<file path="config.mk">
export PLATFORM = sky130hd
export DESIGN_NAME = rhController
export DESIGN_NICKNAME = d
export VERILOG_FILES = /design/src/rhPkg.sv /design/src/rhAxiSlave.sv /design/src/rhBusAddr.sv /design/src/rhController.sv /design/src/rhCsr.sv /design/src/rhDmaEngine.sv /design/src/rhWordCount.sv
export SDC_FILE = /design/constraint.sdc
export NUM_CORES = 1
export LEC_CHECK = 0
export BUFFER_PORTS_ARGS = -buffer_cell sky130_fd_sc_hd__buf_2
export CORE_UTILIZATION = 50
export CTS_CLUSTER_DIAMETER = 60
export DETAILED_ROUTE_END_ITERATION = 7
export PLACE_DENSITY = 0.88
export SYNTH_ARGS = -nofsm -noshare
export SYNTH_HDL_FRONTEND = slang
export SYNTH_HIERARCHICAL = 1
export SYNTH_SLANG_ARGS = --single-unit
</file>
<file path="constraint.sdc">
create_clock -name clk -period 2.43 [get_ports clk]
set_input_delay 0.1215 -clock clk [delete_from_list [all_inputs] [get_ports clk]]
set_output_delay 0.1215 -clock clk [all_outputs]
set_load 0.01 [all_outputs]
</file>
<file path="src/rhPkg.sv">
//////////////////////////////
// Shared definitions for the RH11-style DMA controller
//  Register offsets and CS1 bit positions
//  Function code and transfer state enums
//  Register write, memory and drive port types
//////////////////////////////

`default_nettype none

package rhPkg;

   // Register byte offsets on the host port
   localparam logic [3:0] CS1_OFS = 4'h0;
   localparam logic [3:0] WC_OFS  = 4'h4;
   localparam logic [3:0] BA_OFS  = 4'h8;

   // One-hot positions inside regWr_t.sel
   localparam int SEL_CS1 = 0;
   localparam int SEL_WC  = 1;
   localparam int SEL_BA  = 2;

   // CS1 bit positions
   localparam int CS1_GO       = 0;
   localparam int CS1_FUNC_LSB = 1;
   localparam int CS1_FUNC_MSB = 5;
   localparam int CS1_CLR      = 6;
   localparam int CS1_RDY      = 7;

   // Address field width of the memory port, ADDR_W bits of it are used
   localparam int MEM_ADDR_MAX = 24;

   typedef enum logic [4:0] {
      NOP   = 5'h00,
      WRITE = 5'h18,
      READ  = 5'h1C
   } rhFunc_t;

   typedef enum logic [1:0] {
      IDLE,
      MEMREQ,
      DRVXFER,
      DONE
   } rhState_t;

   // One-cycle register write from the host port
   typedef struct packed {
      logic [2:0]  sel;
      logic        hi;
      logic        lo;
      logic [15:0] data;
   } regWr_t;

   typedef struct packed {
      logic [MEM_ADDR_MAX-1:0] addr;
      logic                    we;
      logic [15:0]             wdata;
   } memReq_t;

   typedef struct packed {
      logic [15:0] rdata;
   } memRsp_t;

   typedef logic [15:0] drvWord_t;

endpackage

`default_nettype wire

</file>
<file path="src/rhAxiSlave.sv">
//////////////////////////////
// AXI4-Lite register slave
//  Write and read handshakes
//  Offset decode into regWr, readback mux
//////////////////////////////

`timescale 1ns/10ps
`default_nettype none

module rhAxiSlave (
   input  logic          clk,
   input  logic          rst,
   input  logic          awvalid,
   output logic          awready,
   input  logic [3:0]    awaddr,
   input  logic          wvalid,
   output logic          wready,
   input  logic [31:0]   wdata,
   input  logic [3:0]    wstrb,
   output logic          bvalid,
   input  logic          bready,
   output logic [1:0]    bresp,
   input  logic          arvalid,
   output logic          arready,
   input  logic [3:0]    araddr,
   output logic          rvalid,
   input  logic          rready,
   output logic [31:0]   rdata,
   output logic [1:0]    rresp,
   output rhPkg::regWr_t regWr,
   input  logic [15:0]   csrOut,
   input  logic [15:0]   wc,
   input  logic [15:0]   ba
);

   import rhPkg::*;

   logic        wrAccept;
   logic        rdAccept;
   logic [15:0] rdMux;

   ////////////////////////////////
   // Write channel
   ////////////////////////////////

   // Address and data together, one write outstanding
   assign wrAccept = awvalid && wvalid && !bvalid;
   assign awready  = wrAccept;
   assign wready   = wrAccept;
   assign bresp    = 2'b00;

   always_ff @(posedge clk)
   begin
      if (rst)
         bvalid <= 1'b0;
      else if (wrAccept)
         bvalid <= 1'b1;
      else if (bready)
         bvalid <= 1'b0;
   end

   // Strobe bits 0 and 1 pick the byte lanes
   always_comb
   begin
      regWr = '0;
      regWr.sel[SEL_CS1] = wrAccept && (awaddr == CS1_OFS);
      regWr.sel[SEL_WC]  = wrAccept && (awaddr == WC_OFS);
      regWr.sel[SEL_BA]  = wrAccept && (awaddr == BA_OFS);
      regWr.lo   = wstrb[0];
      regWr.hi   = wstrb[1];
      regWr.data = wdata[15:0];
   end

   ////////////////////////////////
   // Read channel
   ////////////////////////////////

   assign arready  = !rvalid;
   assign rdAccept = arvalid && arready;
   assign rresp    = 2'b00;

   // Unmapped offsets read zero
   always_comb
   begin
      case (araddr)
         CS1_OFS: rdMux = csrOut;
         WC_OFS:  rdMux = wc;
         BA_OFS:  rdMux = ba;
         default: rdMux = '0;
      endcase
   end

   always_ff @(posedge clk)
   begin
      if (rst)
         rvalid <= 1'b0;
      else if (rdAccept)
         rvalid <= 1'b1;
      else if (rready)
         rvalid <= 1'b0;
   end

   // Read data captured at acceptance
   always_ff @(posedge clk)
   begin
      if (rdAccept)
         rdata <= {16'h0000, rdMux};
   end

endmodule

`default_nettype wire

</file>
<file path="src/rhBusAddr.sv">
//////////////////////////////
// Bus address register
//  Even memory address, byte-lane loads
//  Clear and increment by two per word
//////////////////////////////

`timescale 1ns/10ps
`default_nettype none

module rhBusAddr #(
   parameter int ADDR_W = 16
) (
   input  logic              clk,
   input  logic              rst,
   input  rhPkg::regWr_t     regWr,
   input  logic              ctrlClr,
   input  logic              step,
   output logic [ADDR_W-1:0] ba
);

   import rhPkg::*;

   logic [15:0] baLoad;

   // Merge enabled lanes over the current low half
   always_comb
   begin
      baLoad = ba[15:0];
      if (regWr.hi)
         baLoad[15:8] = regWr.data[15:8];
      if (regWr.lo)
         baLoad[7:0] = {regWr.data[7:1], 1'b0};
   end

   always_ff @(posedge clk)
   begin
      if (rst || ctrlClr)
         ba <= '0;
      else if (regWr.sel[SEL_BA])
         // Upper bits beyond 16 load as zero
         ba <= ADDR_W'(baLoad);
      else if (step)
         ba <= ba + ADDR_W'(2);
   end

   // Word addressing only, bit 0 never set
   assert property (@(posedge clk) disable iff (rst) ba[0] == 1'b0)
      else $error("Bus address went odd");

endmodule

`default_nettype wire

</file>
<file path="src/rhController.sv">
//////////////////////////////
// DMA controller top level
//  Host slave, CS1, WC, BA and engine
//////////////////////////////

`timescale 1ns/10ps
`default_nettype none

module rhController #(
   parameter int ADDR_W = 16
) (
   input  logic            clk,
   input  logic            rst,
   input  logic            awvalid,
   output logic            awready,
   input  logic [3:0]      awaddr,
   input  logic            wvalid,
   output logic            wready,
   input  logic [31:0]     wdata,
   input  logic [3:0]      wstrb,
   output logic            bvalid,
   input  logic            bready,
   output logic [1:0]      bresp,
   input  logic            arvalid,
   output logic            arready,
   input  logic [3:0]      araddr,
   output logic            rvalid,
   input  logic            rready,
   output logic [31:0]     rdata,
   output logic [1:0]      rresp,
   output logic            memReqValid,
   input  logic            memReqReady,
   output rhPkg::memReq_t  memReq,
   input  logic            memRspValid,
   input  rhPkg::memRsp_t  memRsp,
   output logic            drvOutValid,
   input  logic            drvOutReady,
   output rhPkg::drvWord_t drvOut,
   input  logic            drvInValid,
   output logic            drvInReady,
   input  rhPkg::drvWord_t drvIn
);

   import rhPkg::*;

   regWr_t            regWr;
   logic [15:0]       csrOut;
   logic [15:0]       wc;
   logic [ADDR_W-1:0] ba;
   logic              start;
   rhFunc_t           func;
   logic              ctrlClr;
   logic              xferDone;
   logic              step;

   // Host side
   rhAxiSlave rhAxiSlave_i (
      .clk(clk), .rst(rst),
      .awvalid(awvalid), .awready(awready), .awaddr(awaddr),
      .wvalid(wvalid), .wready(wready), .wdata(wdata), .wstrb(wstrb),
      .bvalid(bvalid), .bready(bready), .bresp(bresp),
      .arvalid(arvalid), .arready(arready), .araddr(araddr),
      .rvalid(rvalid), .rready(rready), .rdata(rdata), .rresp(rresp),
      .regWr(regWr), .csrOut(csrOut), .wc(wc), .ba(ba[15:0])
   );

   rhCsr rhCsr_i (
      .clk(clk), .rst(rst), .regWr(regWr), .xferDone(xferDone),
      .start(start), .func(func), .ctrlClr(ctrlClr), .csrOut(csrOut)
   );

   rhWordCount rhWordCount_i (
      .clk(clk), .rst(rst), .regWr(regWr), .ctrlClr(ctrlClr),
      .step(step), .wc(wc)
   );

   rhBusAddr #(.ADDR_W(ADDR_W)) rhBusAddr_i (
      .clk(clk), .rst(rst), .regWr(regWr), .ctrlClr(ctrlClr),
      .step(step), .ba(ba)
   );

   // Memory and drive side
   rhDmaEngine #(.ADDR_W(ADDR_W)) rhDmaEngine_i (
      .clk(clk), .rst(rst), .start(start), .func(func), .ctrlClr(ctrlClr),
      .wc(wc), .ba(ba), .step(step), .xferDone(xferDone),
      .memReqValid(memReqValid), .memReqReady(memReqReady), .memReq(memReq),
      .memRspValid(memRspValid), .memRsp(memRsp),
      .drvOutValid(drvOutValid), .drvOutReady(drvOutReady), .drvOut(drvOut),
      .drvInValid(drvInValid), .drvInReady(drvInReady), .drvIn(drvIn)
   );

endmodule

`default_nettype wire

</file>
<file path="src/rhCsr.sv">
//////////////////////////////
// Control/status register CS1
//  Function code and ready bit
//  GO start pulse, controller clear
//////////////////////////////

`timescale 1ns/10ps
`default_nettype none

module rhCsr (
   input  logic           clk,
   input  logic           rst,
   input  rhPkg::regWr_t  regWr,
   input  logic           xferDone,
   output logic           start,
   output rhPkg::rhFunc_t func,
   output logic           ctrlClr,
   output logic [15:0]    csrOut
);

   import rhPkg::*;

   logic rdy;
   logic csrWrLo;
   logic goWr;

   // GO, function and CLR all live in the low byte
   assign csrWrLo = regWr.sel[SEL_CS1] && regWr.lo;
   assign goWr = csrWrLo && regWr.data[CS1_GO] && !regWr.data[CS1_CLR];

   // Clear pulse straight from the write so it lands with the register update
   assign ctrlClr = csrWrLo && regWr.data[CS1_CLR];

   always_ff @(posedge clk)
   begin
      if (rst)
      begin
         rdy   <= 1'b1;
         func  <= NOP;
         start <= 1'b0;
      end
      else
      begin
         // GO only counts while idle
         start <= goWr && rdy;
         if (ctrlClr)
            rdy <= 1'b1;
         else if (goWr && rdy)
            rdy <= 1'b0;
         else if (xferDone)
            rdy <= 1'b1;
         // Function code frozen while a transfer runs
         if (csrWrLo && rdy)
            func <= rhFunc_t'(regWr.data[CS1_FUNC_MSB:CS1_FUNC_LSB]);
      end
   end

   ////////////////////////////////
   // Readback
   ////////////////////////////////

   // GO reads as busy, CLR always reads zero
   always_comb
   begin
      csrOut = '0;
      csrOut[CS1_GO] = !rdy;
      csrOut[CS1_FUNC_MSB:CS1_FUNC_LSB] = func;
      csrOut[CS1_RDY] = rdy;
   end

   // Engine only finishes what GO started
   assert property (@(posedge clk) disable iff (rst) xferDone |-> !rdy)
      else $error("Transfer done while controller ready");

endmodule

`default_nettype wire

</file>
<file path="src/rhDmaEngine.sv">
//////////////////////////////
// Transfer engine
//  WRITE moves memory to drive, READ drive to memory
//  One word in flight, steps WC and BA per word
//////////////////////////////

`timescale 1ns/10ps
`default_nettype none

module rhDmaEngine #(
   parameter int ADDR_W = 16
) (
   input  logic              clk,
   input  logic              rst,
   input  logic              start,
   input  rhPkg::rhFunc_t    func,
   input  logic              ctrlClr,
   input  logic [15:0]       wc,
   input  logic [ADDR_W-1:0] ba,
   output logic              step,
   output logic              xferDone,
   output logic              memReqValid,
   input  logic              memReqReady,
   output rhPkg::memReq_t    memReq,
   input  logic              memRspValid,
   input  rhPkg::memRsp_t    memRsp,
   output logic              drvOutValid,
   input  logic              drvOutReady,
   output rhPkg::drvWord_t   drvOut,
   input  logic              drvInValid,
   output logic              drvInReady,
   input  rhPkg::drvWord_t   drvIn
);

   import rhPkg::*;

   rhState_t    state;
   logic        reqSent;
   logic [15:0] dataReg;
   logic        isWrite;
   logic        isRead;
   logic        lastWord;
   logic        rspTake;

   assign isWrite = (func == WRITE);
   assign isRead  = (func == READ);

   // Next step clears WC, or WC was zero at start and only one word goes
   assign lastWord = (wc[15:1] == 15'h7fff) || (wc == 16'h0000);

   ////////////////////////////////
   // Port outputs
   ////////////////////////////////

   // WRITE drops the request once accepted and waits for read data
   assign memReqValid  = (state == MEMREQ) && !(isWrite && reqSent);
   assign memReq.addr  = MEM_ADDR_MAX'(ba);
   assign memReq.we    = isRead;
   assign memReq.wdata = dataReg;
   assign drvOutValid  = (state == DRVXFER) && isWrite;
   assign drvOut       = dataReg;
   assign drvInReady   = (state == DRVXFER) && isRead;

   // Read data may come back in the acceptance cycle or later
   assign rspTake = (state == MEMREQ) && isWrite && memRspValid && (reqSent || memReqReady);

   // One step per completed word
   assign step = (drvOutValid && drvOutReady) || (isRead && memReqValid && memReqReady);

   always_ff @(posedge clk)
   begin
      if (rst || ctrlClr)
      begin
         state    <= IDLE;
         reqSent  <= 1'b0;
         xferDone <= 1'b0;
      end
      else
      begin
         xferDone <= (state == DONE);
         case (state)
            IDLE:
               if (start)
               begin
                  if (isWrite)
                     state <= MEMREQ;
                  else if (isRead)
                     state <= DRVXFER;
                  else
                     state <= DONE;
               end
            MEMREQ:
               if (rspTake)
               begin
                  state   <= DRVXFER;
                  reqSent <= 1'b0;
               end
               else if (isWrite && memReqValid && memReqReady)
                  reqSent <= 1'b1;
               else if (isRead && memReqReady)
                  state <= lastWord ? DONE : DRVXFER;
            DRVXFER:
               if (drvOutValid && drvOutReady)
                  state <= lastWord ? DONE : MEMREQ;
               else if (drvInReady && drvInValid)
                  state <= MEMREQ;
            DONE:
               state <= IDLE;
            default:
               state <= IDLE;
         endcase
      end
   end

   // Word held between the two phases
   always_ff @(posedge clk)
   begin
      if (rspTake)
         dataReg <= memRsp.rdata;
      else if (drvInReady && drvInValid)
         dataReg <= drvIn;
   end

   // Request held steady until memory takes it
   assert property (@(posedge clk) disable iff (rst)
      memReqValid && !memReqReady && !ctrlClr |=> memReqValid && $stable(memReq))
      else $error("Memory request changed before acceptance");

endmodule

`default_nettype wire

</file>
<file path="src/rhWordCount.sv">
//////////////////////////////
// Word count register
//  Negative byte count, byte-lane loads
//  Clear and increment by two per word
//////////////////////////////

`timescale 1ns/10ps
`default_nettype none

module rhWordCount (
   input  logic           clk,
   input  logic           rst,
   input  rhPkg::regWr_t  regWr,
   input  logic           ctrlClr,
   input  logic           step,
   output logic [15:0]    wc
);

   import rhPkg::*;

   logic wcWrite;

   // Host write aimed at this register
   assign wcWrite = regWr.sel[SEL_WC];

   always_ff @(posedge clk)
   begin
      if (rst || ctrlClr)
         wc <= '0;
      else if (wcWrite)
      begin
         // Each byte lane loads on its own
         if (regWr.hi)
            wc[15:8] <= regWr.data[15:8];
         if (regWr.lo)
            wc[7:0] <= regWr.data[7:0];
      end
      else if (step)
         // One word is two bytes
         wc <= wc + 16'd2;
   end

   // Host must leave WC alone while the engine is counting
   assert property (@(posedge clk) disable iff (rst) !(wcWrite && step))
      else $error("WC written in the same cycle as a transfer step");

endmodule

`default_nettype wire

</file>
=== Word level (Yosys, flattened, before mapping) ===
Cells that the tools add are included.

* Bits in registers: 77
* Bits of input ports: 87
* Output and inout bits: 101
* Word-level logic and storage cells: 116

* $add $sub $neg: 2
* Equal/unequal tests: 18
* Mux-type cells: 29
* Reductions and logical operators: 53

{| class="wikitable"
|+ Operators by type and width
! cell !! count
|-
| 16-bit two-way mux || 6
|-
| 16-bit one-hot mux with 3 select lines || 1
|-
| 16-bit by 2-bit adder with 16-bit output (second input constant) || 2
|-
| 1-bit logical AND || 26
|-
| 8-bit two-way mux || 3
|-
| 16-bit zero test || 1
|-
| 2-bit two-way mux || 8
|-
| 15-bit equality test (second input constant) || 1
|-
| 2-bit nonzero test || 7
|-
| 5-bit equality test (second input constant) || 2
|-
| 1-bit two-way mux || 10
|-
| 2-bit inequality test (second input constant) || 5
|-
| 2-bit AND reduction || 5
|-
| 4-bit by 3-bit equality test with 1-bit output (second input constant) || 2
|-
| 4-bit equality test (second input constant) || 2
|-
| 4-bit zero test || 2
|-
| 2-bit one-hot mux with 4 select lines || 1
|-
| 3-bit by 2-bit inequality test with 1-bit output (second input constant) || 2
|-
| 1-bit zero test || 5
|-
| 2-bit equality test (second input constant) || 2
|-
| 1-bit logical OR || 4
|-
| 4-bit AND reduction || 1
|-
| 3-bit inequality test (second input constant) || 1
|-
| 2-bit by 1-bit equality test with 1-bit output (second input constant) || 1
|-
| 2 further kinds || 2
|}

=== Depth between registers and ports, before layout ===
Gate-level depths: netlist (run 1).

* Word-level depth: 9
* Gate-level depth with buffers: 9
* Mapped depth without buffers: 8

=== Hierarchy ===
The synthesis (run 1) kept the hierarchy.

{| class="wikitable"
|+ By module, submodules not included
! module !! instances !! cells an instance !! area each (µm²) !! seq. area each (µm²)
|-
| rhDmaEngine || 1 || 127 || 1395.1 || 560.5
|-
| rhAxiSlave || 1 || 109 || 1262.5 || 520.5
|-
| rhBusAddr || 1 || 109 || 937.1 || 300.3
|-
| rhWordCount || 1 || 115 || 922.1 || 320.3
|-
| rhCsr || 1 || 47 || 441.7 || 140.1
|}

=== Least setup slack after synthesis (run 1) ===
Ideal clock, no wire load.

* Path type: flip-flop to flip-flop
* Start: register rhDmaEngine_i.state[0]
* End: register rhWordCount_i.wc[8]
* Setup time: 0.065 ns
* Data arrival time: 2.152 ns
* Required time: 2.365 ns
* Slack: 0.213 ns
* Stages on the path, launching flop included: 10
* Buffers on the path: 1
* Clock period less this slack: 2.217 ns
* Cells stage by stage: dfxtp_1 -> inv_1 -> nor2_1 -> a31oi_1 -> nor2b_1 -> nand2b_1 -> clkbuf_1 -> nor3_1 -> mux2_2 -> nor2_1

* Longest elaborated chain between the ends: 7
* Elaborated cells between the ends (all ways): 10
* Those cells by class: eq/ne (2); reduce/logical (8)

{| class="wikitable"
|+ RTL lines
! what !! RTL line !! text
|-
| from (decl) || rhDmaEngine.sv:37 || <nowiki>rhState_t state;</nowiki>
|-
| from (signal assigned) || rhDmaEngine.sv:101 || <nowiki>state <= lastWord ? DONE : DRVXFER;</nowiki>
|-
| from (signal assigned) || rhDmaEngine.sv:104 || <nowiki>state <= lastWord ? DONE : MEMREQ;</nowiki>
|-
| 2-bit by 1-bit equality test with 1-bit output || rhDmaEngine.sv:56 || <nowiki>assign memReqValid = (state == MEMREQ) && !(isWrite && reqSent);</nowiki>
|-
| 1-bit logical AND || rhDmaEngine.sv:56 ||
|-
| 1-bit logical AND (2 in series) || rhDmaEngine.sv:68 || <nowiki>assign step = (drvOutValid && drvOutReady) || (isRead && memReqValid && memReqReady);</nowiki>
|-
| 1-bit logical OR (*) || rhDmaEngine.sv:68 ||
|-
| via step || rhController.sv:54 || <nowiki>logic step;</nowiki>
|-
| 2-bit nonzero test (no source line) (*) || n/a ||
|-
| 2-bit AND reduction (no source line) (*) || n/a ||
|-
| to (signal assigned) || rhWordCount.sv:34 || <nowiki>wc[15:8] <= regWr.data[15:8];</nowiki>
|-
| to (signal assigned) || rhWordCount.sv:40 || <nowiki>wc <= wc + 16'd2;</nowiki>
|-
| to (decl) || rhWordCount.sv:16 || <nowiki>output logic [15:0] wc</nowiki>
|}

Mark *: on every way through the listed nets, which the timed path passes. The rest lies on a longest branch.
A chain may end at the register's enable or synchronous reset.

=== Final worst setup path (run 1) ===
* Start: register rhDmaEngine_i.state[1]
* End: register rhWordCount_i.wc[3]

The elaborated chain is that of the path after synthesis.

==> results of run 1 <==
placed cells by master, fill, tap and decap left out, drive strengths merged, types with 14 or more instances in the layout:
| cell type | Yosys | routed |
|---|---|---|
| buf | 106 | 154 |
| dfxtp | 44 | 44 |
| conb | 4 | 38 |
| edfxtp | 32 | 32 |
| nand2 | 31 | 31 |
| mux2i | 25 | 25 |
| mux2 | 21 | 21 |
| o21ai | 18 | 18 |
| nor3 | 17 | 17 |
| o2bb2ai | 16 | 16 |
| nor2 | 16 | 16 |
| nor4 | 15 | 15 |
| a211oi | 14 | 14 |
| and3 | 14 | 14 |
through the flow:
stage / instances / setup WS, ns / total power, mW
2_1_floorplan: 541 / 0.213 / 1.58
3_3_place_gp: 707 / 0.395 / 1.60
3_5_place_dp: 707 / 0.276 / 1.61
4_1_cts: 724 / 0.256 / 2.45
5_1_grt: 724 / 0.0138 / 2.53
6_report: 724 / 0.202 / 2.43
synth_stat cells, types with 7 or more instances:
| library cell | instances | area, um2 |
|---|---|---|
| sky130_fd_sc_hd__o2bb2ai_1 | 16 | 140 |
| sky130_fd_sc_hd__dfxtp_1 | 44 | 881 |
| sky130_fd_sc_hd__mux2i_1 | 25 | 250 |
| sky130_fd_sc_hd__o21ai_0 | 18 | 90.1 |
| sky130_fd_sc_hd__nor3_1 | 17 | 85.1 |
| sky130_fd_sc_hd__clkbuf_1 | 7 | 26.3 |
| sky130_fd_sc_hd__edfxtp_1 | 32 | 961 |
| sky130_fd_sc_hd__a31oi_1 | 9 | 56.3 |
| sky130_fd_sc_hd__mux2_2 | 20 | 225 |
| sky130_fd_sc_hd__a211oi_1 | 14 | 105 |
| sky130_fd_sc_hd__nand2_1 | 31 | 116 |
| sky130_fd_sc_hd__nor2_1 | 16 | 60.1 |
| sky130_fd_sc_hd__nor4_1 | 14 | 87.6 |
| sky130_fd_sc_hd__nand3_1 | 8 | 40.0 |
| sky130_fd_sc_hd__a311oi_1 | 8 | 70.1 |
| sky130_fd_sc_hd__inv_1 | 10 | 37.5 |
| sky130_fd_sc_hd__a21oi_1 | 7 | 35.0 |
| sky130_fd_sc_hd__nand4_1 | 8 | 50.1 |
| sky130_fd_sc_hd__nand2b_1 | 12 | 75.1 |
| sky130_fd_sc_hd__and3_1 | 14 | 87.6 |
| sky130_fd_sc_hd__buf_4 | 97 | 728 |
report_power, final:
group | total, mW | internal (mW) | switching, mW
logic | 0.225 | 0.0966 | 0.129
clock network | 0.849 | 0.369 | 0.480
registers | 1.36 | 1.35 | 0.0108
total | 2.43 | 1.81 | 0.619
critical path, cell delays in order, from the launching register on:
cell,delay [ns]
sky130_fd_sc_hd__dfxtp_1,0.51
sky130_fd_sc_hd__nor4bb_1,0.27
sky130_fd_sc_hd__a31oi_1,0.07
sky130_fd_sc_hd__nor2b_1,0.13
sky130_fd_sc_hd__buf_4,0.20
sky130_fd_sc_hd__nor2b_1,0.33
sky130_fd_sc_hd__buf_4,0.20
sky130_fd_sc_hd__a211oi_1,0.08
sky130_fd_sc_hd__nor4_1,0.32
layer usage:
layer / vias up / routed length, um / global-route usage, %
li1: 1915 / - / -
met1: 1907 / 4750 / 28.4
met2: 317 / 5690 / 37.0
met3: 39 / 1240 / 4.49
met4: 0 / 356 / 11.5
met5: - / 0 / 0
cell families after synthesis:
| logic type | Yosys count |
|---|---|
| AO/OA/AOI/OAI | 91 |
| AND/OR/NAND/NOR | 161 |
| buffers and inverters | 127 |
| other | 4 |
| adder cells (fa/ha/maj) | 2 |
| flip-flops | 76 |
| multiplexers | 46 |
final cells by class:
class	instances	area (um2)
well taps	129	161
multi-input cells	338	2310
flip-flops and latches	76	1840
clock buffers	10	128
clock inverters	6	41.3
fillers	834	4080
repair buffers	155	816
inverters	10	37.5
flip-flops by register name, summed over array words and instances, names as in the netlist:
| name | cells |
|---|---|
| rhAxiSlave_i/rvalid | 1 |
| rhCsr_i/start | 1 |
| rhBusAddr_i/ba | 15 |
| rhDmaEngine_i/xferDone | 1 |
| rhDmaEngine_i/reqSent | 1 |
| rhDmaEngine_i/state | 2 |
| rhDmaEngine_i/drvOut | 16 |
| rhWordCount_i/wc | 16 |
| rhCsr_i/func | 5 |
| rhAxiSlave_i/bvalid | 1 |
| rhCsr_i/rdy | 1 |
| rhAxiSlave_i/rdata | 16 |
worst max path at each step:
| stage | start | end | slack, ns | depth (start not counted) |
|---|---|---|---|---|
| global route | rhDmaEngine_i/state[1]$_SDFFE_PP0P_ | rhWordCount_i/wc[5]$_SDFFE_PP0P_ | 0.01 | 9 |
| global placement | rhDmaEngine_i/state[1]$_SDFFE_PP0P_ | rhWordCount_i/wc[7]$_SDFFE_PP0P_ | 0.39 | 9 |
| finish | rhDmaEngine_i/state[1]$_SDFFE_PP0P_ | rhWordCount_i/wc[3]$_SDFFE_PP0P_ | 0.20 | 8 |
| CTS | rhDmaEngine_i/state[1]$_SDFFE_PP0P_ | rhBusAddr_i/ba[7]$_SDFFE_PP0P_ | 0.26 | 8 |
| detailed placement | rhDmaEngine_i/state[1]$_SDFFE_PP0P_ | rhBusAddr_i/ba[7]$_SDFFE_PP0P_ | 0.28 | 8 |
| floorplan | rhDmaEngine_i/state[0]$_SDFFE_PP0P_ | rhWordCount_i/wc[8]$_SDFFE_PP0P_ | 0.21 | 9 |
timing repair:
action / 4_1_cts / 5_1_grt
hold buffers: 1 / 0
setup buffers: 0 / 0
endpoints found under the hold margin: 1 / 0
==> impl_summary.txt, run 1 <==
----------------------------------------------------
[Clocking]
  Num Clock Sinks ... between 70 and 80
  Clock slew at reported path FFs ... roughly 0.080 ns
  Cell at the root of the clock tree ... sky130_fd_sc_hd__clkbuf_8
  Resized Gates After CTS ... 0
  # H-tree levels ... 3
  Clock insertion delay at the later pin of the skew report ... around 0.35 ns
  Worst-case clock buffer depth ... 2
  Clock tree from TritonCTS ... yes
  Clock buffer count from CTS ... 9

[Critical path]
  Startpoint kind of the worst setup timing path ... flip-flop
  Start-to-end type of the worst setup path ... reg -> reg
  Reg2Reg Capture Point ... rhWordCount_i/wc[3]$_SDFFE_PP0P_
  Crit path required time ... roughly 2.7 ns
  Startpoint of the worst-slack reg-to-reg timing path ... rhDmaEngine_i/state[1]$_SDFFE_PP0P_
  Reg2reg setup slack ... just over 0.2 ns
  Critical path capture point type ... flip-flop
  Worst EP arrival ... 2.46 ns
  Number of cells on the worst reg-to-reg path ... 8
  Crit Path Max Fanout ... 12

[Power and ir drop]
  Max rail drop VDD ... between 0.2 and 0.25 mV
  Leakage dissipation ... around 2.2 nW
  Power density over the cells ... around 460 nW/um2

[Synth]
  Simple-gate portion of the synthesized area ... approximately 20%
  Post-synthesis share of cell area spent on full adders, half adders and majority gates ... less than 1%
  Mapped cell area ... 4960 um2
  Synthesized flop and latch total ... 76
  Sequential element share of the synthesized area ... 37.1%
  Syn Area/Cell ... roughly 10 um2
  Post-synthesis compound-gate area fraction ... between 10% and 20%
  XOR/XNOR Fraction of Synth Area ... 0%
  Dominant combinational cell family by area after synthesis ... simple AND/OR/NAND/NOR gates
  Multiplexer fraction of the synthesized cell area ... under 10%
  Yosys synthesis warning count ... 6
  Post-synth EDFFs ... 32
  Primary FF master, synth ... sky130_fd_sc_hd__dfxtp_1
  Number of standard cells after synthesis ... 507
  Fraction of synthesis flops using an asynchronous set or reset pin ... 0%
  Library cells used by synthesis ... 62

[Global route]
  Wire length of the first global-routing pass ... 18000 um
  Via count of the first global-routing pass ... between 3000 and 4000
  Largest net degree at the start of global routing ... 23
  Total global routing overflow ... 0
  GRT Resource Usage Total ... 22.6%
  Initial antenna violation count ... 0

[Floorplan]
  Vert. Die Dim ... ~100 um
  Core outline area ... 9420 um2
  I/O pin total ... between 150 and 200
  Num rows ... 35
  DIE WIDTH ... approximately 100 um
  Initial Util ... 52.7%
  Total die area ... slightly above 10000 um2

[Min path]
  Worst Min Path Start ... bready
  Worst hold-check path type ... in -> reg
  Depth of the worst hold-timing path ... 3
  Worst Hold Endpoint ... rhAxiSlave_i/bvalid$_SDFFE_PP0P_

[Outcome]
  Status ... finished clean

[Route]
  Count of unresolved DRC violations after routing ... 0
  Via density per instance ... 5.77
  Initial detailed-routing violation count ... 350
  Routed vias ... 4178
  Wire length reported by the detailed router ... between 10000 and 15000 um
  Antenna-violating nets left ... 0
  Router iterations before antenna repair ... 6
  Wire per inst ... roughly 17 um

[Finish]
  Antenna diode count ... 0
  Proportion of layout cells with a drive suffix above 1 ... ~34%
  Area overhead of the layout relative to synthesis ... 7.70%
  Final instance area ... approximately 5300 um2
  Final net count ... a little under 700
  Final standard cell utilization of the core ... approximately 57%

[Timing]
  Clock Skews ... around 0.007 ns
  Period utilisation layout ... slightly above 90%
  Final setup violation count ... 0
  Slew @ Worst Pin ... 0.806 ns
  RSZ-0062 raised after global routing ... no
  Maximum clock frequency ... around 450 MHz
  Max Transition Viols Final ... 0
  Worst Hold Slack ... 0.0254 ns
  Hold Fails Final Rpt ... 0
  Final period demand of the worst path ... between 2 and 2.5 ns
  Sum Neg Setup Slack ... 0 ns
  Rel. slew slack ... between 40% and 50%

[Flow run]
  Max cap viols ... 0

[Placed design]
  Area after DPL ... 5160 um2
  Routability congestion estimate ... between 0.9 and 1
  Hpwl dp ... a little over 9000 um
  Number of input and output port buffers inserted ... 140

----------------------------------------------------
(Power assumes the default switching activity.)
==> run 2: changes to the inputs <==
BUFFER_PORTS_ARGS = -buffer_cell sky130_fd_sc_hd__buf_4   (was -buffer_cell sky130_fd_sc_hd__buf_2)
==> run 2 against run 1 <==
- fmax is 0.23% higher
- cell count is 0.28% lower
- wire length is 1.9% higher
- die area stayed put
- largest power group unchanged
- clock skew hardly changed
- combinational power is 20% higher
- via count is 1.4% lower
- first-iteration DRC count is 20% lower
- critical endpoint is now rhBusAddr_i/ba[12]$_SDFFE_PP0P_
- flip-flop and latch count stayed put
- non-clock buffer count is 2 lower
- critical path type unchanged
==> impl_summary.txt, run 2 (same netlist as run 1, synthesis figures left out) <==
----------------------------------------------------
[Route]
  Met2 WL post-DR ... just under 6000 um
  Antenna-violating nets left ... 0
  Wire length reported by the detailed router ... around 12000 um
  Wire length the detailed router placed on met1 ... roughly 4900 um
  Uppermost layer routed ... met4
  Routed vias ... 4118
  Met3 layer wire length in the routed design ... 1070 um
  Count of unresolved DRC violations after routing ... 0
  Via density per instance ... ~5.7
  Wire per inst ... between 15 and 20 um
  Initial detailed-routing violation count ... around 280
  Router iterations before antenna repair ... 5

[Critical path]
  Worst EP arrival ... 2.50 ns
  Crit path required time ... 2.70 ns
  Startpoint of the most critical setup path ... rhDmaEngine_i/state[0]$_SDFFE_PP0P_
  Startpoint of the worst-slack reg-to-reg timing path ... rhDmaEngine_i/state[0]$_SDFFE_PP0P_
  Critical path capture point type ... flip-flop
  CP endpoint ... rhBusAddr_i/ba[12]$_SDFFE_PP0P_
  Reg2Reg Capture Point ... rhBusAddr_i/ba[12]$_SDFFE_PP0P_
  Number of cells on the worst reg-to-reg path ... 9
  Startpoint kind of the worst setup timing path ... flip-flop
  Reg2reg setup slack ... between 0.2 and 0.25 ns
  Start-to-end type of the worst setup path ... reg -> reg
  Crit Path Max Fanout ... 14

[Timing]
  Clock Skews ... between 0.006 and 0.007 ns
  Max Transition Viols Final ... 0
  Maximum clock frequency ... between 400 and 500 MHz
  RSZ-0062 raised after global routing ... no
  Hold Fails Final Rpt ... 0
  Final period demand of the worst path ... 2.22 ns
  Sum Neg Setup Slack ... 0 ns
  Final worst setup slack ... 0.207 ns
  Final setup violation count ... 0
  Slew @ Worst Pin ... 0.813 ns
  Rel. slew slack ... between 40 and 50%
  Period utilisation layout ... 91.5%

[Power and ir drop]
  Power Internal ... 1.87 mW
  Leakage dissipation ... around 2.3 nW
  Fraction of power spent switching nets ... 25.7%
  Sw power ... 645 uW
  Max rail drop VDD ... around 0.26 mV
  Power density over the cells ... about 440 nW/um2
  Share of power burned in combinational logic ... between 10% and 20%
  Sequential power share ... a little over half
  Share of total power in the clock network ... roughly a third

[Global route]
  Total global routing overflow ... 0
  Via count of the first global-routing pass ... about 3700
  Initial antenna violation count ... 0
  Largest net degree at the start of global routing ... 23
  Wire length of the first global-routing pass ... approximately 18000 um
  GRT Resource Usage Total ... between 20% and 30%

[Floorplan]
  Core outline area ... around 9400 um2
  Num rows ... 35
  Initial Util ... between 50% and 60%
  Total die area ... about 10000 um2
  Vert. Die Dim ... 102 um
  DIE WIDTH ... between 100 and 150 um
  I/O pin total ... between 150 and 200

[Finish]
  Most common cell after layout, fill and taps aside ... sky130_fd_sc_hd__buf_4
  Final net count ... between 600 and 700
  Area overhead of the layout relative to synthesis ... 14.8%
  Final standard cell utilization of the core ... 60.5%
  Antenna diode count ... 0
  Proportion of layout cells with a drive suffix above 1 ... between 30% and 40%
  Commonest cells after routing, fill and taps aside ... sky130_fd_sc_hd__buf_4 (152), sky130_fd_sc_hd__dfxtp_1 (43), sky130_fd_sc_hd__conb_1 (38)

[Placed design]
  Post-Place Worst Slack ... roughly 0.16 ns
  Number of input and output port buffers inserted ... 140
  Hpwl dp ... ~9400 um
  Routability congestion estimate ... 0.978

[Clocking]
  Num Clock Sinks ... 76
  Clock tree from TritonCTS ... yes
  Clock buffer count from CTS ... 9
  Clock slew at reported path FFs ... around 0.08 ns
  # H-tree levels ... 3
  Cell at the root of the clock tree ... sky130_fd_sc_hd__clkbuf_8
  Buffer count from post-CTS setup fixing ... 0
  Worst-case clock buffer depth ... 2
  Clock insertion delay at the later pin of the skew report ... 0.36 ns

[Min path]
  Worst hold-check path type ... in -> reg
  Worst Min Path Start ... bready

[Flow run]
  Max cap viols ... 0

[Outcome]
  Status ... finished clean

----------------------------------------------------
[run 2: stage by stage]
| step | total power [mW] | cell area, um2 | std cells | hold WS (ns) |
|---|---|---|---|---|
| finish | 2.51 | 5690 | 722 | 0.0246 |
| detailed placement | 1.65 | 5500 | 705 | 0.320 |
| floorplan | 1.58 | 5090 | 541 | 0.191 |
| global route | 2.61 | 5690 | 722 | 0.0283 |
| global placement | 1.65 | 5500 | 705 | 0.311 |
| CTS | 2.52 | 5690 | 722 | 0.0160 |
[run 2: critical path: stages (launching register included)]
cell and delay (ns):
sky130_fd_sc_hd__dfxtp_1 0.43, sky130_fd_sc_hd__inv_1 0.13, sky130_fd_sc_hd__nor2_1 0.15, sky130_fd_sc_hd__a31oi_1 0.12, sky130_fd_sc_hd__nor2b_2 0.25, sky130_fd_sc_hd__buf_4 0.20, sky130_fd_sc_hd__nand2b_4 0.13, sky130_fd_sc_hd__nor4_4 0.39
sky130_fd_sc_hd__a211oi_1 0.12, sky130_fd_sc_hd__a211oi_1 0.21
[run 2: routing by layer]
metal / GRT usage (%) / up-vias
met4: 11.7 / 0
met2: 38.5 / 242
li1: - / 1924
met5: 0 / -
met3: 3.66 / 31
met1: 28.9 / 1921
[run 2: how the worst min path moves through the flow]
stage                                        to  slack [ns]  cells past startpoint
6_report       rhAxiSlave_i/bvalid$_SDFFE_PP0P_        0.02                      3
5_1_grt        rhAxiSlave_i/bvalid$_SDFFE_PP0P_        0.03                      3
3_5_place_dp   rhAxiSlave_i/rvalid$_SDFFE_PP0P_        0.32                      2
4_1_cts        rhAxiSlave_i/bvalid$_SDFFE_PP0P_        0.02                      3
2_1_floorplan  rhAxiSlave_i/bvalid$_SDFFE_PP0P_        0.19                      1
3_3_place_gp   rhAxiSlave_i/rvalid$_SDFFE_PP0P_        0.31                      2
[run 2: what timing repair did]
| action | CTS | global route |
|---|---|---|
| gates resized for setup | 0 | 2 |
| hold endpoints to repair | 1 | 0 |
| setup endpoints to repair | 0 | 6 |
| hold buffers | 1 | 0 |
[run 2: area by class of cell]
cell class                 instances  area [um2]
multi-input combinational        338        2320
clock inverter                     7        58.8
sequential                        76        1840
inverter                          10        37.5
fill                             789        3720
timing repair buffer             153        1150
clock buffer                       9         124
tap                              129         161
[run 2: power by group through the flow]
stage,Sequential [mW],Combinational (mW),Clock (mW)
6_report,1.36,0.269,0.884
5_1_grt,1.36,0.290,0.955
4_1_cts,1.36,0.267,0.899
3_5_place_dp,1.39,0.265,0
3_3_place_gp,1.39,0.258,0
2_1_floorplan,1.39,0.185,0
==> run 3: changes to the inputs <==
CORE_UTILIZATION = 54   (was 50)
PLACE_DENSITY = 0.94   (was 0.88)
clock period = 2.7 ns   (was 2.43 ns; I/O delays follow)
==> run 3 against run 2 <==
- the run now ends with DRC left
- die area decreased by 7.3%
- flip-flop and latch count unchanged
- critical path type unchanged
- largest cell class unchanged
- cell count down 3.5%
- largest power group unchanged
- sequential power fell by 10%
- critical path depth down 1
- sequential share of layout area up 0.25 points
==> impl_summary.txt, run 3 (same netlist as run 1, synthesis figures left out) <==
----------------------------------------------------
[Timing]
  Slew @ Worst Pin ... 0.801 ns
  Period utilisation layout ... about nine tenths
  Clock Skews ... 0.0140 ns
  Final setup violation count ... 0
  Hold Fails Final Rpt ... 0
  Sum Neg Setup Slack ... 0 ns
  Final worst setup slack ... around 0.26 ns
  Max Transition Viols Final ... 0
  Rel. slew slack ... between 40% and 50%
  Maximum clock frequency ... around 400 MHz
  RSZ-0062 raised after global routing ... no
  Final period demand of the worst path ... between 2 and 2.5 ns

[Placed design]
  Post-Place Worst Slack ... about 0.14 ns
  Hpwl dp ... ~9400 um
  Routability congestion estimate ... a little over 0.9
  Number of input and output port buffers inserted ... 140
  Number of placed instances with taps included ... ~700

[Power and ir drop]
  Max rail drop VDD ... approximately 0.26 mV
  Share of power burned in combinational logic ... a little over a tenth
  Sequential power share ... ~53%
  Share of total power in the clock network ... between 30% and 40%
  Power density over the cells ... between 400 and 500 nW/um2
  Leakage dissipation ... 2.31 nW
  Fraction of power spent switching nets ... about a quarter
  Power Internal ... ~1.8 mW
  Sw power ... 570 uW

[Global route]
  Initial antenna violation count ... 0
  Largest net degree at the start of global routing ... 23
  Via count of the first global-routing pass ... 3995
  Wire length of the first global-routing pass ... 19600 um
  GRT Resource Usage Total ... between 20% and 30%
  Total global routing overflow ... 0

[Critical path]
  Critical path capture point type ... flip-flop
  Worst EP arrival ... ~2.7 ns
  Startpoint kind of the worst setup timing path ... flip-flop
  Start-to-end type of the worst setup path ... reg -> reg
  Crit path required time ... 2.96 ns
  Reg2reg setup slack ... around 0.26 ns
  Crit Path Max Fanout ... 14

[Clocking]
  Clock tree from TritonCTS ... yes
  Clock slew at reported path FFs ... 0.09 ns
  Worst-case clock buffer depth ... 2
  Clock insertion delay at the later pin of the skew report ... between 0.3 and 0.4 ns
  Clock buffer count from CTS ... 9
  Buffer count from post-CTS setup fixing ... 0
  Num Clock Sinks ... 76
  Cell at the root of the clock tree ... sky130_fd_sc_hd__clkbuf_8
  # H-tree levels ... 3

[Route]
  Routed vias ... 4156
  Wire length reported by the detailed router ... approximately 13000 um
  Uppermost layer routed ... met4
  Met2 WL post-DR ... ~6000 um
  Router iterations before antenna repair ... 8
  Count of unresolved DRC violations after routing ... 24
  Initial detailed-routing violation count ... around 390
  Met3 layer wire length in the routed design ... a little under 1000 um
  Antenna-violating nets left ... 0
  Via density per instance ... slightly below 6
  Wire length the detailed router placed on met1 ... between 5000 and 6000 um
  Wire per inst ... 17.9 um

[Outcome]
  Status ... finished with violations
  Violated checks ... DRC

[Finish]
  Final standard cell utilization of the core ... about 64%
  Area overhead of the layout relative to synthesis ... 13.9%
  Most common cell after layout, fill and taps aside ... sky130_fd_sc_hd__buf_4
  Proportion of layout cells with a drive suffix above 1 ... 34.0%
  Count of placed standard cells in the final layout, fillers left out ... approximately 700
  Antenna diode count ... 0
  Final net count ... around 670
  Commonest cells after routing, fill and taps aside ... sky130_fd_sc_hd__buf_4 (148), sky130_fd_sc_hd__dfxtp_1 (44), sky130_fd_sc_hd__conb_1 (38)

[Floorplan]
  I/O pin total ... about 190
  Initial Util ... a little under three fifths
  Num rows ... 34
  DIE WIDTH ... 97.8 um
  Total die area ... 9570 um2
  Vert. Die Dim ... slightly below 100 um
  Core outline area ... 8810 um2

[Min path]
  Worst hold-check path type ... in -> reg

[Flow run]
  Max cap viols ... 0

----------------------------------------------------
[run 3: final timing paths]
check,cells past startpoint,end,from
worst max-delay path,8,rhBusAddr_i/ba[10]$_SDFFE_PP0P_,rhDmaEngine_i/state[1]$_SDFFE_PP0P_
worst max register to register,8,rhBusAddr_i/ba[10]$_SDFFE_PP0P_,rhDmaEngine_i/state[1]$_SDFFE_PP0P_
worst min register to register,2,rhAxiSlave_i/bvalid$_SDFFE_PP0P_,rhAxiSlave_i/bvalid$_SDFFE_PP0P_
worst min-delay path,3,rhWordCount_i/wc[0]$_SDFFE_PP0P_,wdata[0]
[run 3: final cells by class]
type	count	area (um2)
Clock inverter	7	66.3
Timing Repair Buffer	149	1120
Fill cell	696	3160
Sequential cell	76	1840
Clock buffer	9	124
Multi-Input combinational cell	338	2320
Inverter	10	37.5
Tap cell	108	135
[run 3: what timing repair did]
action                                  CTS  global route
endpoints found under the hold margin     1             0
resized for setup                         0             2
endpoints found under the setup margin    0             5
hold buffers                              1             0
[run 3: critical path: stages, from the launching register on]
cell and delay, ns:
sky130_fd_sc_hd__dfxtp_1 0.53, sky130_fd_sc_hd__nor4bb_1 0.28, sky130_fd_sc_hd__a31oi_1 0.09, sky130_fd_sc_hd__nor2b_2 0.32, sky130_fd_sc_hd__buf_4 0.21, sky130_fd_sc_hd__nand2b_4 0.13
sky130_fd_sc_hd__nor4_4 0.40, sky130_fd_sc_hd__a211oi_1 0.14, sky130_fd_sc_hd__a311oi_1 0.25
[run 3: per-stage QoR]
step / power (mW) / hold slack, ns / cell area, um2
2_1_floorplan: 1.42 / 0.204 / 5090
3_3_place_gp: 1.48 / 0.324 / 5440
3_5_place_dp: 1.49 / 0.330 / 5440
4_1_cts: 2.32 / 0.0348 / 5640
5_1_grt: 2.40 / 0.0422 / 5650
6_report: 2.33 / 0.0357 / 5650
[run 3: power by group through the flow]
stage          combinational, mW  sequential (mW)  clock (mW)
2_1_floorplan              0.167             1.26           0
3_3_place_gp               0.229             1.25           0
3_5_place_dp               0.237             1.25           0
4_1_cts                    0.238             1.22       0.863
5_1_grt                    0.258             1.22       0.916
6_report                   0.241             1.22       0.864
[run 3: routing by layer]
metal / GRT usage (%) / vias up
met3: 4.51 / 40
met4: 13.8 / 0
li1: - / 1908
met2: 43.4 / 262
met5: 0 / -
met1: 31.6 / 1946
